File: src/rtl/ControlUnitPkg.sv
`default_nettype none

package ControlUnitPkg;

    // Enough for the longest fetch wait
    localparam int StepWidth = 3;

    typedef enum logic [5:0] {
        OpRType = 6'b000000,
        OpAddi  = 6'b001000,
        OpAddiu = 6'b001001
    } opcode_e;

    typedef enum logic [5:0] {
        FunctAdd = 6'b100000,
        FunctSub = 6'b100010,
        FunctAnd = 6'b100100
    } funct_e;

    typedef enum logic [2:0] {
        ClassAdd     = 3'd0,
        ClassSub     = 3'd1,
        ClassAnd     = 3'd2,
        ClassAddi    = 3'd3,
        ClassAddiu   = 3'd4,
        ClassIllegal = 3'd5
    } instrClass_e;

    typedef enum logic [2:0] {
        PhaseReset      = 3'd0,
        PhaseFetch      = 3'd1,
        PhaseFetchLatch = 3'd2,
        PhaseDecode     = 3'd3,
        PhaseExecute    = 3'd4,
        PhaseWriteback  = 3'd5,
        PhaseTrap       = 3'd6,
        PhaseTrapJump   = 3'd7
    } phase_e;

    typedef enum logic [1:0] {
        AluAdd = 2'd0,
        AluSub = 2'd1,
        AluAnd = 2'd2
    } aluOp_e;

    typedef enum logic {
        SrcPc   = 1'b0,
        SrcRegA = 1'b1
    } aluSrcA_e;

    typedef enum logic [1:0] {
        SrcRegB      = 2'd0,
        SrcFour      = 2'd1,
        SrcImmediate = 2'd2
    } aluSrcB_e;

    typedef enum logic {
        PcAluResult       = 1'b0,
        PcExceptionVector = 1'b1
    } pcSource_e;

    typedef enum logic {
        DstRt = 1'b0,
        DstRd = 1'b1
    } regDst_e;

    typedef enum logic [1:0] {
        CauseNone     = 2'd0,
        CauseOverflow = 2'd1,
        CauseIllegal  = 2'd2
    } cause_e;

    // One word per cycle towards the datapath
    typedef struct packed {
        logic      memRead;
        logic      irWrite;
        logic      pcWrite;
        pcSource_e pcSource;
        aluSrcA_e  aluSrcA;
        aluSrcB_e  aluSrcB;
        aluOp_e    aluOp;
        logic      aluOutWrite;
        logic      writeA;
        logic      writeB;
        logic      regWrite;
        regDst_e   regDst;
        logic      epcWrite;
        cause_e    cause;
    } ctrlWord_t;

endpackage

`default_nettype wire

File: src/rtl/InstructionDecoder.sv
`timescale 1ns/100ps
`default_nettype none

module InstructionDecoder (
    input  wire logic [5:0]               opCode,
    input  wire logic [5:0]               funct,
    output ControlUnitPkg::instrClass_e   instrClass
);

    ControlUnitPkg::instrClass_e rTypeClass;

    // R-type group, selected by funct
    always_comb begin
        case (funct)
            ControlUnitPkg::FunctAdd: begin
                rTypeClass = ControlUnitPkg::ClassAdd;
            end
            ControlUnitPkg::FunctSub: begin
                rTypeClass = ControlUnitPkg::ClassSub;
            end
            ControlUnitPkg::FunctAnd: begin
                rTypeClass = ControlUnitPkg::ClassAnd;
            end
            default: begin
                rTypeClass = ControlUnitPkg::ClassIllegal;
            end
        endcase
    end

    // Primary opcode picks the format
    always_comb begin
        case (opCode)
            ControlUnitPkg::OpRType: begin
                instrClass = rTypeClass;
            end
            ControlUnitPkg::OpAddi: begin
                instrClass = ControlUnitPkg::ClassAddi;
            end
            ControlUnitPkg::OpAddiu: begin
                instrClass = ControlUnitPkg::ClassAddiu;
            end
            default: begin
                // anything else is reported as undefined
                instrClass = ControlUnitPkg::ClassIllegal;
            end
        endcase
    end

endmodule

`default_nettype wire

File: src/rtl/CycleSequencer.sv
`timescale 1ns/100ps
`default_nettype none

module CycleSequencer #(
    parameter int MemWaitCycles = 3
) (
    input  wire logic                        clk,
    input  wire logic                        reset,
    input  wire logic                        overflow,
    input  wire ControlUnitPkg::instrClass_e instrClass,
    output ControlUnitPkg::phase_e           phase,
    output logic                             resetOut
);

    localparam int FetchLast = MemWaitCycles - 1;
    localparam int DecodeLast = 1;

    localparam logic [ControlUnitPkg::StepWidth-1:0] FetchLastStep =
        FetchLast[ControlUnitPkg::StepWidth-1:0];
    localparam logic [ControlUnitPkg::StepWidth-1:0] DecodeLastStep =
        DecodeLast[ControlUnitPkg::StepWidth-1:0];

    ControlUnitPkg::phase_e nextPhase;
    logic [ControlUnitPkg::StepWidth-1:0] step;
    logic [ControlUnitPkg::StepWidth-1:0] nextStep;
    logic isIllegal;
    logic overflowTrap;

    assign isIllegal = (instrClass == ControlUnitPkg::ClassIllegal);

    // Only the signed adds and SUB trap on overflow
    always_comb begin
        case (instrClass)
            ControlUnitPkg::ClassAdd,
            ControlUnitPkg::ClassSub,
            ControlUnitPkg::ClassAddi: begin
                overflowTrap = overflow;
            end
            default: begin
                overflowTrap = 1'b0;
            end
        endcase
    end

    always_comb begin
        nextPhase = phase;
        nextStep = '0;
        case (phase)
            ControlUnitPkg::PhaseReset: begin
                nextPhase = ControlUnitPkg::PhaseFetch;
            end
            ControlUnitPkg::PhaseFetch: begin
                // Wait out the memory latency
                if (step == FetchLastStep) begin
                    nextPhase = ControlUnitPkg::PhaseFetchLatch;
                end else begin
                    nextStep = step + 1'b1;
                end
            end
            ControlUnitPkg::PhaseFetchLatch: begin
                nextPhase = ControlUnitPkg::PhaseDecode;
            end
            ControlUnitPkg::PhaseDecode: begin
                // IR holds the new word only in the second cycle
                if (step == DecodeLastStep) begin
                    if (isIllegal) begin
                        nextPhase = ControlUnitPkg::PhaseTrap;
                    end else begin
                        nextPhase = ControlUnitPkg::PhaseExecute;
                    end
                end else begin
                    nextStep = step + 1'b1;
                end
            end
            ControlUnitPkg::PhaseExecute: begin
                if (overflowTrap) begin
                    nextPhase = ControlUnitPkg::PhaseTrap;
                end else begin
                    nextPhase = ControlUnitPkg::PhaseWriteback;
                end
            end
            ControlUnitPkg::PhaseWriteback: begin
                nextPhase = ControlUnitPkg::PhaseFetch;
            end
            ControlUnitPkg::PhaseTrap: begin
                nextPhase = ControlUnitPkg::PhaseTrapJump;
            end
            ControlUnitPkg::PhaseTrapJump: begin
                nextPhase = ControlUnitPkg::PhaseFetch;
            end
            default: begin
                nextPhase = ControlUnitPkg::PhaseReset;
            end
        endcase
    end

    always_ff @(posedge clk) begin
        if (reset) begin
            phase <= ControlUnitPkg::PhaseReset;
            step <= '0;
        end else begin
            phase <= nextPhase;
            step <= nextStep;
        end
    end

    // Held high until the first fetch
    assign resetOut = (phase == ControlUnitPkg::PhaseReset);

endmodule

`default_nettype wire

File: src/rtl/ControlWordGen.sv
`timescale 1ns/100ps
`default_nettype none

module ControlWordGen (
    input  wire logic                        clk,
    input  wire logic                        reset,
    input  wire ControlUnitPkg::phase_e      phase,
    input  wire ControlUnitPkg::instrClass_e instrClass,
    output ControlUnitPkg::ctrlWord_t        ctrl
);

    ControlUnitPkg::ctrlWord_t nextCtrl;
    ControlUnitPkg::aluOp_e classAluOp;
    logic isRType;

    always_comb begin
        isRType = 1'b0;
        classAluOp = ControlUnitPkg::AluAdd;
        case (instrClass)
            ControlUnitPkg::ClassAdd: begin
                isRType = 1'b1;
            end
            ControlUnitPkg::ClassSub: begin
                isRType = 1'b1;
                classAluOp = ControlUnitPkg::AluSub;
            end
            ControlUnitPkg::ClassAnd: begin
                isRType = 1'b1;
                classAluOp = ControlUnitPkg::AluAnd;
            end
            default: begin
                // immediates add, illegal never reaches Execute
                classAluOp = ControlUnitPkg::AluAdd;
            end
        endcase
    end

    always_comb begin
        nextCtrl = '0;
        case (phase)
            ControlUnitPkg::PhaseFetch,
            ControlUnitPkg::PhaseFetchLatch: begin
                // PC + 4 computed during the whole fetch
                nextCtrl.aluSrcA = ControlUnitPkg::SrcPc;
                nextCtrl.aluSrcB = ControlUnitPkg::SrcFour;
                nextCtrl.aluOp = ControlUnitPkg::AluAdd;
                nextCtrl.pcSource = ControlUnitPkg::PcAluResult;
                nextCtrl.memRead = (phase == ControlUnitPkg::PhaseFetch);
                nextCtrl.irWrite = (phase == ControlUnitPkg::PhaseFetchLatch);
                nextCtrl.pcWrite = (phase == ControlUnitPkg::PhaseFetchLatch);
            end
            ControlUnitPkg::PhaseDecode: begin
                nextCtrl.writeA = 1'b1;
                nextCtrl.writeB = 1'b1;
            end
            ControlUnitPkg::PhaseExecute: begin
                nextCtrl.aluSrcA = ControlUnitPkg::SrcRegA;
                if (isRType) begin
                    nextCtrl.aluSrcB = ControlUnitPkg::SrcRegB;
                end else begin
                    nextCtrl.aluSrcB = ControlUnitPkg::SrcImmediate;
                end
                nextCtrl.aluOp = classAluOp;
                nextCtrl.aluOutWrite = 1'b1;
            end
            ControlUnitPkg::PhaseWriteback: begin
                nextCtrl.regWrite = 1'b1;
                if (isRType) begin
                    nextCtrl.regDst = ControlUnitPkg::DstRd;
                end else begin
                    nextCtrl.regDst = ControlUnitPkg::DstRt;
                end
            end
            ControlUnitPkg::PhaseTrap: begin
                nextCtrl.epcWrite = 1'b1;
                if (instrClass == ControlUnitPkg::ClassIllegal) begin
                    nextCtrl.cause = ControlUnitPkg::CauseIllegal;
                end else begin
                    nextCtrl.cause = ControlUnitPkg::CauseOverflow;
                end
            end
            ControlUnitPkg::PhaseTrapJump: begin
                nextCtrl.pcWrite = 1'b1;
                nextCtrl.pcSource = ControlUnitPkg::PcExceptionVector;
            end
            default: begin
                nextCtrl = '0;
            end
        endcase
    end

    // Word lags its phase by one cycle
    always_ff @(posedge clk) begin
        if (reset) begin
            ctrl <= '0;
        end else begin
            ctrl <= nextCtrl;
        end
    end

endmodule

`default_nettype wire

File: src/rtl/ControlUnit.sv
`timescale 1ns/100ps
`default_nettype none

module ControlUnit #(
    // Fetch wait in cycles, 1 to 7
    parameter int MemWaitCycles = 3
) (
    input  wire logic                 clk,
    input  wire logic                 reset,
    input  wire logic                 overflow,
    input  wire logic [5:0]           opCode,
    input  wire logic [5:0]           funct,
    output ControlUnitPkg::ctrlWord_t ctrl,
    output logic                      resetOut
);

    ControlUnitPkg::instrClass_e instrClass;
    ControlUnitPkg::phase_e phase;

    InstructionDecoder decoder (
        .opCode     (opCode),
        .funct      (funct),
        .instrClass (instrClass)
    );

    CycleSequencer #(
        .MemWaitCycles (MemWaitCycles)
    ) sequencer (
        .clk        (clk),
        .reset      (reset),
        .overflow   (overflow),
        .instrClass (instrClass),
        .phase      (phase),
        .resetOut   (resetOut)
    );

    // Registered word straight to the datapath
    ControlWordGen wordGen (
        .clk        (clk),
        .reset      (reset),
        .phase      (phase),
        .instrClass (instrClass),
        .ctrl       (ctrl)
    );

endmodule

`default_nettype wire

File: config.mk
export PLATFORM = sky130hd
export DESIGN_NAME = ControlUnit
export DESIGN_NICKNAME = d
export VERILOG_FILES = /design/src/rtl/ControlUnitPkg.sv /design/src/rtl/InstructionDecoder.sv /design/src/rtl/CycleSequencer.sv /design/src/rtl/ControlWordGen.sv /design/src/rtl/ControlUnit.sv
export SDC_FILE = /design/constraint.sdc
export NUM_CORES = 1
export LEC_CHECK = 0
export BUFFER_PORTS_ARGS = -buffer_cell sky130_fd_sc_hd__buf_2
export CELL_PAD_IN_SITES_DETAIL_PLACEMENT = 2
export CELL_PAD_IN_SITES_GLOBAL_PLACEMENT = 2
export CORE_MARGIN = 2
export CORE_UTILIZATION = 29
export DETAILED_ROUTE_END_ITERATION = 6
export PLACE_DENSITY = 0.83
export SLEW_MARGIN = 5
export SYNTH_ARGS = -nofsm -noshare
export SYNTH_HDL_FRONTEND = slang
export SYNTH_SLANG_ARGS = --single-unit
File: constraint.sdc
create_clock -name clk -period 1.95 [get_ports clk]
set_input_delay 0.2925 -clock clk [delete_from_list [all_inputs] [get_ports clk]]
set_output_delay 0.2925 -clock clk [all_outputs]
set_load 0.05 [all_outputs]
* Word level (Yosys, flattened, before mapping)
Cells that the tools add are included.
** Word-level totals
- Bits in read-only memories :: 0
- Bits in latches :: 0
- Memories :: 0
- Memory bits (writable) :: 0
- Output and inout bits :: 18
- Flip-flop bits (word level) :: 23
** Cells by class
- Divide/modulo/power cells :: 0
- Order comparisons :: 0
- Shifts and indexed selects :: 0
- Add/subtract/negate cells :: 1
- Reduce and logical (&&, ||, !) cells :: 11
- Equality and inequality tests :: 20
- Multiply operators :: 0
- Multiplexer cells :: 22
- Bitwise logic cells :: 3
** Operator list (count)
- == test 6 bit (second input constant) :: 3
- one-hot mux 3 bit (3 select lines) :: 2
- one-hot mux 3 bit (6 select lines) :: 1
- == test 3 x 2 -> 1 bit (second input constant) :: 5
- == test 3 bit (second input constant) :: 5
- two-way mux 3 bit :: 5
- == test 6 x 4 -> 1 bit (second input constant) :: 2
- two-way mux 2 bit :: 6
- one-hot mux 5 bit (2 select lines) :: 1
- == test 3 x 1 -> 1 bit (second input constant) :: 3
- OR reduction 3 bit :: 3
- one-hot mux 2 bit (2 select lines) :: 2
- OR reduction 2 bit :: 4
- zero test 3 bit :: 2
- zero test 6 bit :: 1
- one-hot mux 3 bit (2 select lines) :: 1
- two-way mux 1 bit :: 4
- != test 2 x 1 -> 1 bit (second input constant) :: 2
- adder 3 x 1 -> 3 bit (second input constant) :: 1
- inverter 1 bit :: 3
- AND reduction 2 bit :: 1

* Longest topological paths before layout
Gate-level depths: netlist (run 1).
- Word-level depth :: 8
- Gate-level depth with buffers :: 5
- Depth with buffers taken out :: 4

* Hierarchy
Synthesis (run 1) repeated with hierarchy kept, for this count alone.
** Second synthesis, totals
- Cells, all modules :: 91
- Area, all modules :: 917.1 sq um
** By module, submodules not included
- ControlWordGen :: cells an instance 41, area each 488.0 sq um, times used 1, seq. area each 300.3 sq um
- CycleSequencer :: cells an instance 39, area each 360.3 sq um, times used 1, seq. area each 120.1 sq um
- InstructionDecoder :: cells an instance 11, area each 68.8 sq um, times used 1, seq. area each 0.0 sq um

* Worst setup path before layout (run 1)
Ideal clock, no wire load.
- Path kind :: register to output
- Start point :: reg sequencer.phase[1]
- End point :: out resetOut
- Arrival :: 1.503 ns
- Path slack :: 0.155 ns
- Cell stages (with the launch flop) :: 3
- Required time :: 1.657 ns
- Cell sequence :: dfxtp_1 > buf_6 > nor3_1
** Between the ends
- Cells in the longest elaborated chain, start to end :: 1
** Ends and longest elaborated chain
- from (decl) :: line CycleSequencer.sv:11 : output ControlUnitPkg::phase_e phase,
- from (signal assigned) :: line CycleSequencer.sv:99 : phase <= ControlUnitPkg::PhaseReset;
- from (signal assigned) :: line CycleSequencer.sv:102 : phase <= nextPhase;
- zero test 3 bit :: line CycleSequencer.sv:108 : assign resetOut = (phase == ControlUnitPkg::PhaseReset);
- to (decl) :: line ControlUnit.sv:14 : output logic resetOut
No other way between the ends.

* Worst setup path after layout (run 1)
Ends and elaborated chain as after synthesis.

==> results of run 1 <==
area by class of cell:
class / instances / area, µm² / share of cell area
multi-input cells: 54 / 378 / 0.351
clock inverters: 1 / 30.0 / 0.0279
clock buffers: 3 / 22.5 / 0.0209
repair buffers: 32 / 160 / 0.149
well taps: 31 / 38.8 / 0.0360
inverters: 2 / 7.51 / 0.00697
flip-flops and latches: 22 / 440 / 0.409
per-layer routing:
layer | global-route usage | part of all wire | up-vias
met5 | 0 | 0 | -
met4 | 0.0797 | 0.026 | 0
met3 | 0.0290 | 0.050 | 5
met2 | 0.238 | 0.51 | 26
met1 | 0.156 | 0.41 | 331
li1 | - | - | 349
kinds of logic (layout without fill, tap and decap cells):
logic type | Yosys count | after routing | synth area share
and+or+nand+nor | 40 | 40 | 0.326
buffers and inverters | 6 | 38 | 0.0425
DFF | 22 | 22 | 0.515
xor gates and xnor gates | 2 | 2 | 0.0205
AOI/OAI and AO/OA | 12 | 12 | 0.0952
power groups by stage:
stage	combinational (mW)	sequential [mW]	clock [mW]
floorplan	0.0651	0.502	0
global placement	0.109	0.488	0
detailed placement	0.112	0.489	0
CTS	0.113	0.479	0.366
global route	0.121	0.482	0.388
finish	0.112	0.479	0.354
worst max path at each step:
stage / start / to / cells after the start
after CTS: sequencer.phase[1] / resetOut / 2
after global placement: opCode[5] / wordGen.ctrl[9] / 5
after detailed placement: funct[0] / sequencer.phase[1] / 5
after global routing: sequencer.phase[1] / resetOut / 2
after floorplan: sequencer.phase[1] / resetOut / 2
final: sequencer.phase[1] / resetOut / 2
flip-flops by register name, summed over array words and instances, names as in the netlist:
name / cells
sequencer.phase: 3
sequencer.step: 3
wordGen.ctrl: 16
Yosys cell counts (all sizes together):
master / n / area (µm²)
inv: 2 / 7.51
o21ai: 3 / 15.0
nor4: 1 / 12.5
xor2: 1 / 8.76
dfxtp: 22 / 440
a21boi: 1 / 7.51
nor2: 6 / 22.5
buf: 4 / 28.8
nand2: 3 / 11.3
and2: 2 / 12.5
nand4b: 1 / 8.76
and3: 1 / 6.26
o211ai: 1 / 7.51
nand3b: 1 / 7.51
a21oi: 4 / 23.8
xnor2: 1 / 8.76
a311oi: 1 / 8.76
nand2b: 5 / 33.8
nand3: 3 / 20.0
or4: 1 / 11.3
or3b: 1 / 8.76
nor4b: 3 / 45.0
nor3: 7 / 40.0
o211a: 1 / 10.0
nor3b: 2 / 15.0
a2bb2oi: 1 / 8.76
and2b: 3 / 23.8
==> flow_summary.json, run 1 <==
{
  "min_period_ns": 1.57,
  "post_layout_nonfiller_instances": 145,
  "most_common_cell_after_layout_fill_and_taps_aside": "buf_2",
  "p_leak_nw": 0.472,
  "drtPass1Iterations": 3,
  "skew_ns": 0.00957,
  "vias_per_cell": 4.90,
  "grt_max_degree": 14,
  "number_of_instances_on_the_worst_hold_path": 2,
  "hold_path_class": "in2reg",
  "max-vdd-ir-drop_mv": 0.448,
  "syn_area_um2": 855,
  "fin_area_mm2": 0.00108,
  "setup-tns-final_ns": 0,
  "placement.setup.worst_slack_ns": 0.529,
  "routed_wirelength_mm": 2.12,
  "first_global_vias": 738,
  "area_growth_pct": 26.1,
  "drt-initial-drc-count": 10,
  "dpl.hpwl_mm": 1.61,
  "endpoint_kind_of_the_worst_setup_timing_path": "output pin",
  "clock_sink_count": 22,
  "clock_tree_buffer_depth": 2,
  "clkTransAtPathRegs_ns": 0.13,
  "syn-num-nets": 97,
  "place.detailed.instances": 141,
  "total_switching_power_mw": 0.235,
  "drc_errors": 0,
  "min_delay_worst_endpoint": "wordGen.ctrl[9]",
  "cts.htree.levels": 1,
  "grt_first_pass_wirelength_mm": 3.46,
  "finalCritPeriodShare": 0.803,
  "clock.fmax_mhz": 639,
  "design.die.area_mm2": 0.00340,
  "power.combinational.fraction": 0.118,
  "routabilityCongestion": 0.714,
  "required_ns": 1.66,
  "postSynthAreaPerCell_um2": 10.4,
  "clock_tree_from_tritoncts": "yes",
  "p_int_mw": 0.710,
  "min_from": "funct[1]",
  "switching_part_of_the_total_power": 0.248,
  "finish.net_count": 130,
  "numCtsBuffers": 3,
  "finalWorstSetupSlack_ns": 0.385,
  "die_w_um": 58.3,
  "r2r_end": "sequencer.phase[1]",
  "ios": 33,
  "portBuffers": 32,
  "p_seq_frac": 0.507,
  "synth_sequential_area_ratio": 0.515,
  "ys_ff_latch": 22,
  "dr_total_vias": 711,
  "hold-worst-slack_ns": 0.148,
  "placement.cell_area_mm2": 0.00102,
  "worstRegToRegCells": 4,
  "crit_buf_inv": 1,
  "cts_hold_repair.buffers": 0,
  "fp.dieH_um": 58.3,
  "cp_slowest_cell": "dfxtp_1",
  "commonest_non_fill_non_tap_cells_in_the_layout": "32 x buf_2, 22 x dfxtp_1, 6 x nor3_1, 6 x nor2_1, 4 x nand2b_1",
  "finalHoldViolations": 0,
  "number_of_antenna_violations_at_the_first_check_in_global_routing": 0,
  "finish.utilization": 0.387,
  "cts_root_buffer": "clkbuf_4",
  "max_slew.worst_pin.slew_ns": 0.378,
  "crit_path_max_fanout": 11,
  "postCtsSetupBuffers": 0,
  "final_total_power_mw": 0.945,
  "power.density_mw_per_mm2": 877,
  "overflow_after_grt": 0,
  "drive_gt1_frac": 0.421,
  "count_of_pins_over_their_slew_limit": 0,
  "detail_route.wl_per_cell_um": 14.6,
  "reg2reg_slack_ns": 0.50,
  "placement_rows": 19,
  "post_cts_resize_count": 0,
  "critPathMaxStageDelay_ns": 0.44,
  "setup-violations-final": 0,
  "num_antenna_cells": 0,
  "initial_utilization": 0.307,
  "fp.coreArea_mm2": 0.00278,
  "number_of_distinct_library_cells_after_synthesis": 35,
  "crit-reg2reg-launch": "sequencer.phase[1]",
  "worst_slew_margin_rel": 0.748,
  "syn_warnings": 0,
  "unrepaired_setup_endpoints_after_global_routing": "false",
  "critPathTopFamily": "flip-flops",
  "track_usage": 0.138,
  "category_of_the_most_critical_setup_path": "reg2out",
  "worst_ep_arrival_time_ns": 1.27,
  "ant_nets": 0,
  "cells_traversed_along_the_worst_timing_path": "nor3_1 > buf_2",
  "clock_insertion_delay_worst_skew_ns": 0.32,
  "timing.max_cap.violations": 0,
  "clockPowerShare": 0.375,
  "netlist_instances": 82,
  "fill_cells": 328,
  "run_status": "completed",
  "worstSetupStartpointType": "flip-flop"
}
Note: power is estimated with default switching activity, not from simulation.
==> inputs of run 2 (changes only) <==
--- a/config.mk
+++ b/config.mk
@@ -9,9 +9,9 @@
 export CELL_PAD_IN_SITES_DETAIL_PLACEMENT = 2
 export CELL_PAD_IN_SITES_GLOBAL_PLACEMENT = 2
 export CORE_MARGIN = 2
-export CORE_UTILIZATION = 29
+export CORE_UTILIZATION = 27
 export DETAILED_ROUTE_END_ITERATION = 6
-export PLACE_DENSITY = 0.83
+export PLACE_DENSITY = 0.79
 export SLEW_MARGIN = 5
 export SYNTH_ARGS = -nofsm -noshare
 export SYNTH_HDL_FRONTEND = slang
==> constraint.sdc (replaced) <==
create_clock -name clk -period 1.5 [get_ports clk]
set_input_delay 0.225 -clock clk [delete_from_list [all_inputs] [get_ports clk]]
set_output_delay 0.225 -clock clk [all_outputs]
set_load 0.05 [all_outputs]
==> run 2 against run 1 <==
  * Sequential share of layout area grew 0.40 points
  * Total power increased by 8.8%
  * Setup slack got worse by 0.28 ns
  * Die area grew 6.9%
  * Wire length shrank 4.9%
  * Flip-flop and latch count unchanged
  * Cell count rose by 8.3%
  * Utilization fell by 3.4 points
  * Clock power shrank 26%
  * Critical endpoint unchanged
==> flow_summary.json, run 2 (same netlist as run 1, synthesis figures left out) <==
{
  "skew_ns": 0.00333,
  "finish.net_count": 130,
  "power.combinational.fraction": 0.139,
  "finalHoldViolations": 0,
  "finish.utilization": 0.353,
  "hold_path_class": "in2reg",
  "max_flop_register": "wordGen.ctrl",
  "p_int_mw": 0.748,
  "number_of_instances_on_the_worst_hold_path": 2,
  "max_slew.worst_pin.slew_ns": 0.391,
  "detail_route.wl_per_cell_um": 12.8,
  "cp_slowest_cell": "dfxtp_1",
  "setup-violations-final": 0,
  "min_delay_worst_endpoint": "wordGen.ctrl[9]",
  "clock.fmax_mhz": 717,
  "ios": 33,
  "critPathMaxStageDelay_ns": 0.40,
  "dr_total_vias": 703,
  "required_ns": 1.27,
  "switching_part_of_the_total_power": 0.273,
  "commonest_non_fill_non_tap_cells_in_the_layout": "32 x buf_2, 21 x dfxtp_1, 6 x nor2_1, 5 x nor3_1, 4 x nand2b_1",
  "drc_errors": 0,
  "power.density_mw_per_mm2": 961,
  "count_of_pins_over_their_slew_limit": 0,
  "cts.htree.levels": 1,
  "initial_utilization": 0.282,
  "p_leak_nw": 0.460,
  "placement_rows": 20,
  "clock_tree_buffer_depth": 2,
  "routed_wirelength_mm": 2.02,
  "crit_path_max_fanout": 6,
  "num_antenna_cells": 0,
  "category_of_the_most_critical_setup_path": "reg2out",
  "clkTransAtPathRegs_ns": 0.11,
  "endpoint_kind_of_the_worst_setup_timing_path": "output pin",
  "p_seq_frac": 0.606,
  "worst_ep_arrival_time_ns": 1.17,
  "drive_gt1_frac": 0.434,
  "cts_hold_repair.buffers": 0,
  "finalCritPeriodShare": 0.930,
  "fp.dieH_um": 60.3,
  "track_usage": 0.125,
  "unrepaired_setup_endpoints_after_global_routing": "false",
  "grt_first_pass_wirelength_mm": 3.30,
  "ant_nets": 0,
  "drtPass1Iterations": 4,
  "most_common_cell_after_layout_fill_and_taps_aside": "buf_2",
  "overflow_after_grt": 0,
  "setup-tns-final_ns": 0,
  "timing.max_cap.violations": 0,
  "cts_root_buffer": "clkbuf_4",
  "clock_sink_count": 22,
  "worst_slew_margin_rel": 0.739,
  "cells_traversed_along_the_worst_timing_path": "nor3_2 > buf_2",
  "number_of_antenna_violations_at_the_first_check_in_global_routing": 0,
  "first_global_vias": 735,
  "die_w_um": 60.3,
  "vias_per_cell": 4.48,
  "min_from": "funct[1]",
  "final_total_power_mw": 1.03,
  "worstRegToRegCells": 4,
  "largest_registers": "wordGen.ctrl: 16 flops, sequencer.phase: 3 flops, sequencer.step: 3 flops",
  "crit-reg2reg-launch": "sequencer.phase[1]",
  "max-vdd-ir-drop_mv": 0.196,
  "clockPowerShare": 0.255,
  "reg2reg_slack_ns": 0.12,
  "clock_tree_from_tritoncts": "yes",
  "worstSetupStartpointType": "flip-flop",
  "total_switching_power_mw": 0.280,
  "hold-worst-slack_ns": 0.108,
  "fp.coreArea_mm2": 0.00303,
  "drt-initial-drc-count": 1,
  "design.die.area_mm2": 0.00363,
  "clock_insertion_delay_worst_skew_ns": 0.30,
  "max_reg_flops": 16,
  "area_growth_pct": 25.2,
  "run_status": "completed",
  "numCtsBuffers": 3,
  "r2r_end": "sequencer.phase[1]",
  "grt_max_degree": 12,
  "routabilityCongestion": 0.768,
  "dpl.hpwl_mm": 1.61,
  "min_period_ns": 1.40,
  "portBuffers": 32
}
==> run 2: critical path, delay by kind of cell, from the launching register on <==
| kind | cells | cell delay, ns |
|---|---|---|
| buffers and inverters | 1 | 0.28 |
| AND/OR/NAND/NOR | 1 | 0.19 |
| flip-flops | 1 | 0.40 |
==> run 2: repair_timing <==
| action | 4_1_cts | 5_1_grt |
|---|---|---|
| resized for setup | 0 | 1 |
| setup buffers | 0 | 0 |
| endpoints found under the hold margin | 0 | 0 |
| endpoints found under the setup margin | 0 | 4 |
==> run 2: how the worst max path moves through the flow <==
| stage | startpoint | slack [ns] | to | cells past startpoint |
|---|---|---|---|---|
| 4_1_cts | sequencer.phase[1] | 0.04 | resetOut | 2 |
| 2_1_floorplan | sequencer.phase[1] | 0.20 | resetOut | 2 |
| 3_3_place_gp | funct[0] | 0.10 | sequencer.phase[1] | 5 |
| 6_report | sequencer.phase[2] | 0.10 | resetOut | 2 |
| 5_1_grt | sequencer.phase[1] | 0.02 | sequencer.phase[1] | 4 |
| 3_5_place_dp | funct[0] | 0.07 | sequencer.phase[1] | 5 |
==> run 2: metal layers <==
metal	GRT usage	share of wire
met5	0	0
met4	0.0667	0.023
met3	0.0130	0.030
met2	0.220	0.53
met1	0.146	0.41
==> run 2: power groups by stage <==
stage                     clock network, mW  logic, mW  registers (mW)
after floorplan                           0     0.0861           0.653
after global placement                    0      0.141           0.635
after detailed placement                  0      0.145           0.636
after CTS                             0.276      0.146           0.623
after global routing                  0.308      0.156           0.628
final                                 0.262      0.143           0.623
==> run 2: cell type report <==
| class | instances | area (µm²) |
|---|---|---|
| Multi-Input combinational cell | 54 | 383 |
| Inverter | 2 | 7.51 |
| Timing Repair Buffer | 32 | 160 |
| Fill cell | 350 | 1960 |
| Sequential cell | 22 | 442 |
| Tap cell | 44 | 55.1 |
| Clock buffer | 3 | 22.5 |
==> run 2: through the flow <==
stage / instances / setup WS, ns / cell area [µm²]
floorplan: 82 / 0.199 / 860
global placement: 154 / 0.103 / 1050
global route: 157 / 0.0228 / 1070
finish: 157 / 0.105 / 1070
detailed placement: 154 / 0.0739 / 1050
CTS: 157 / 0.0363 / 1070
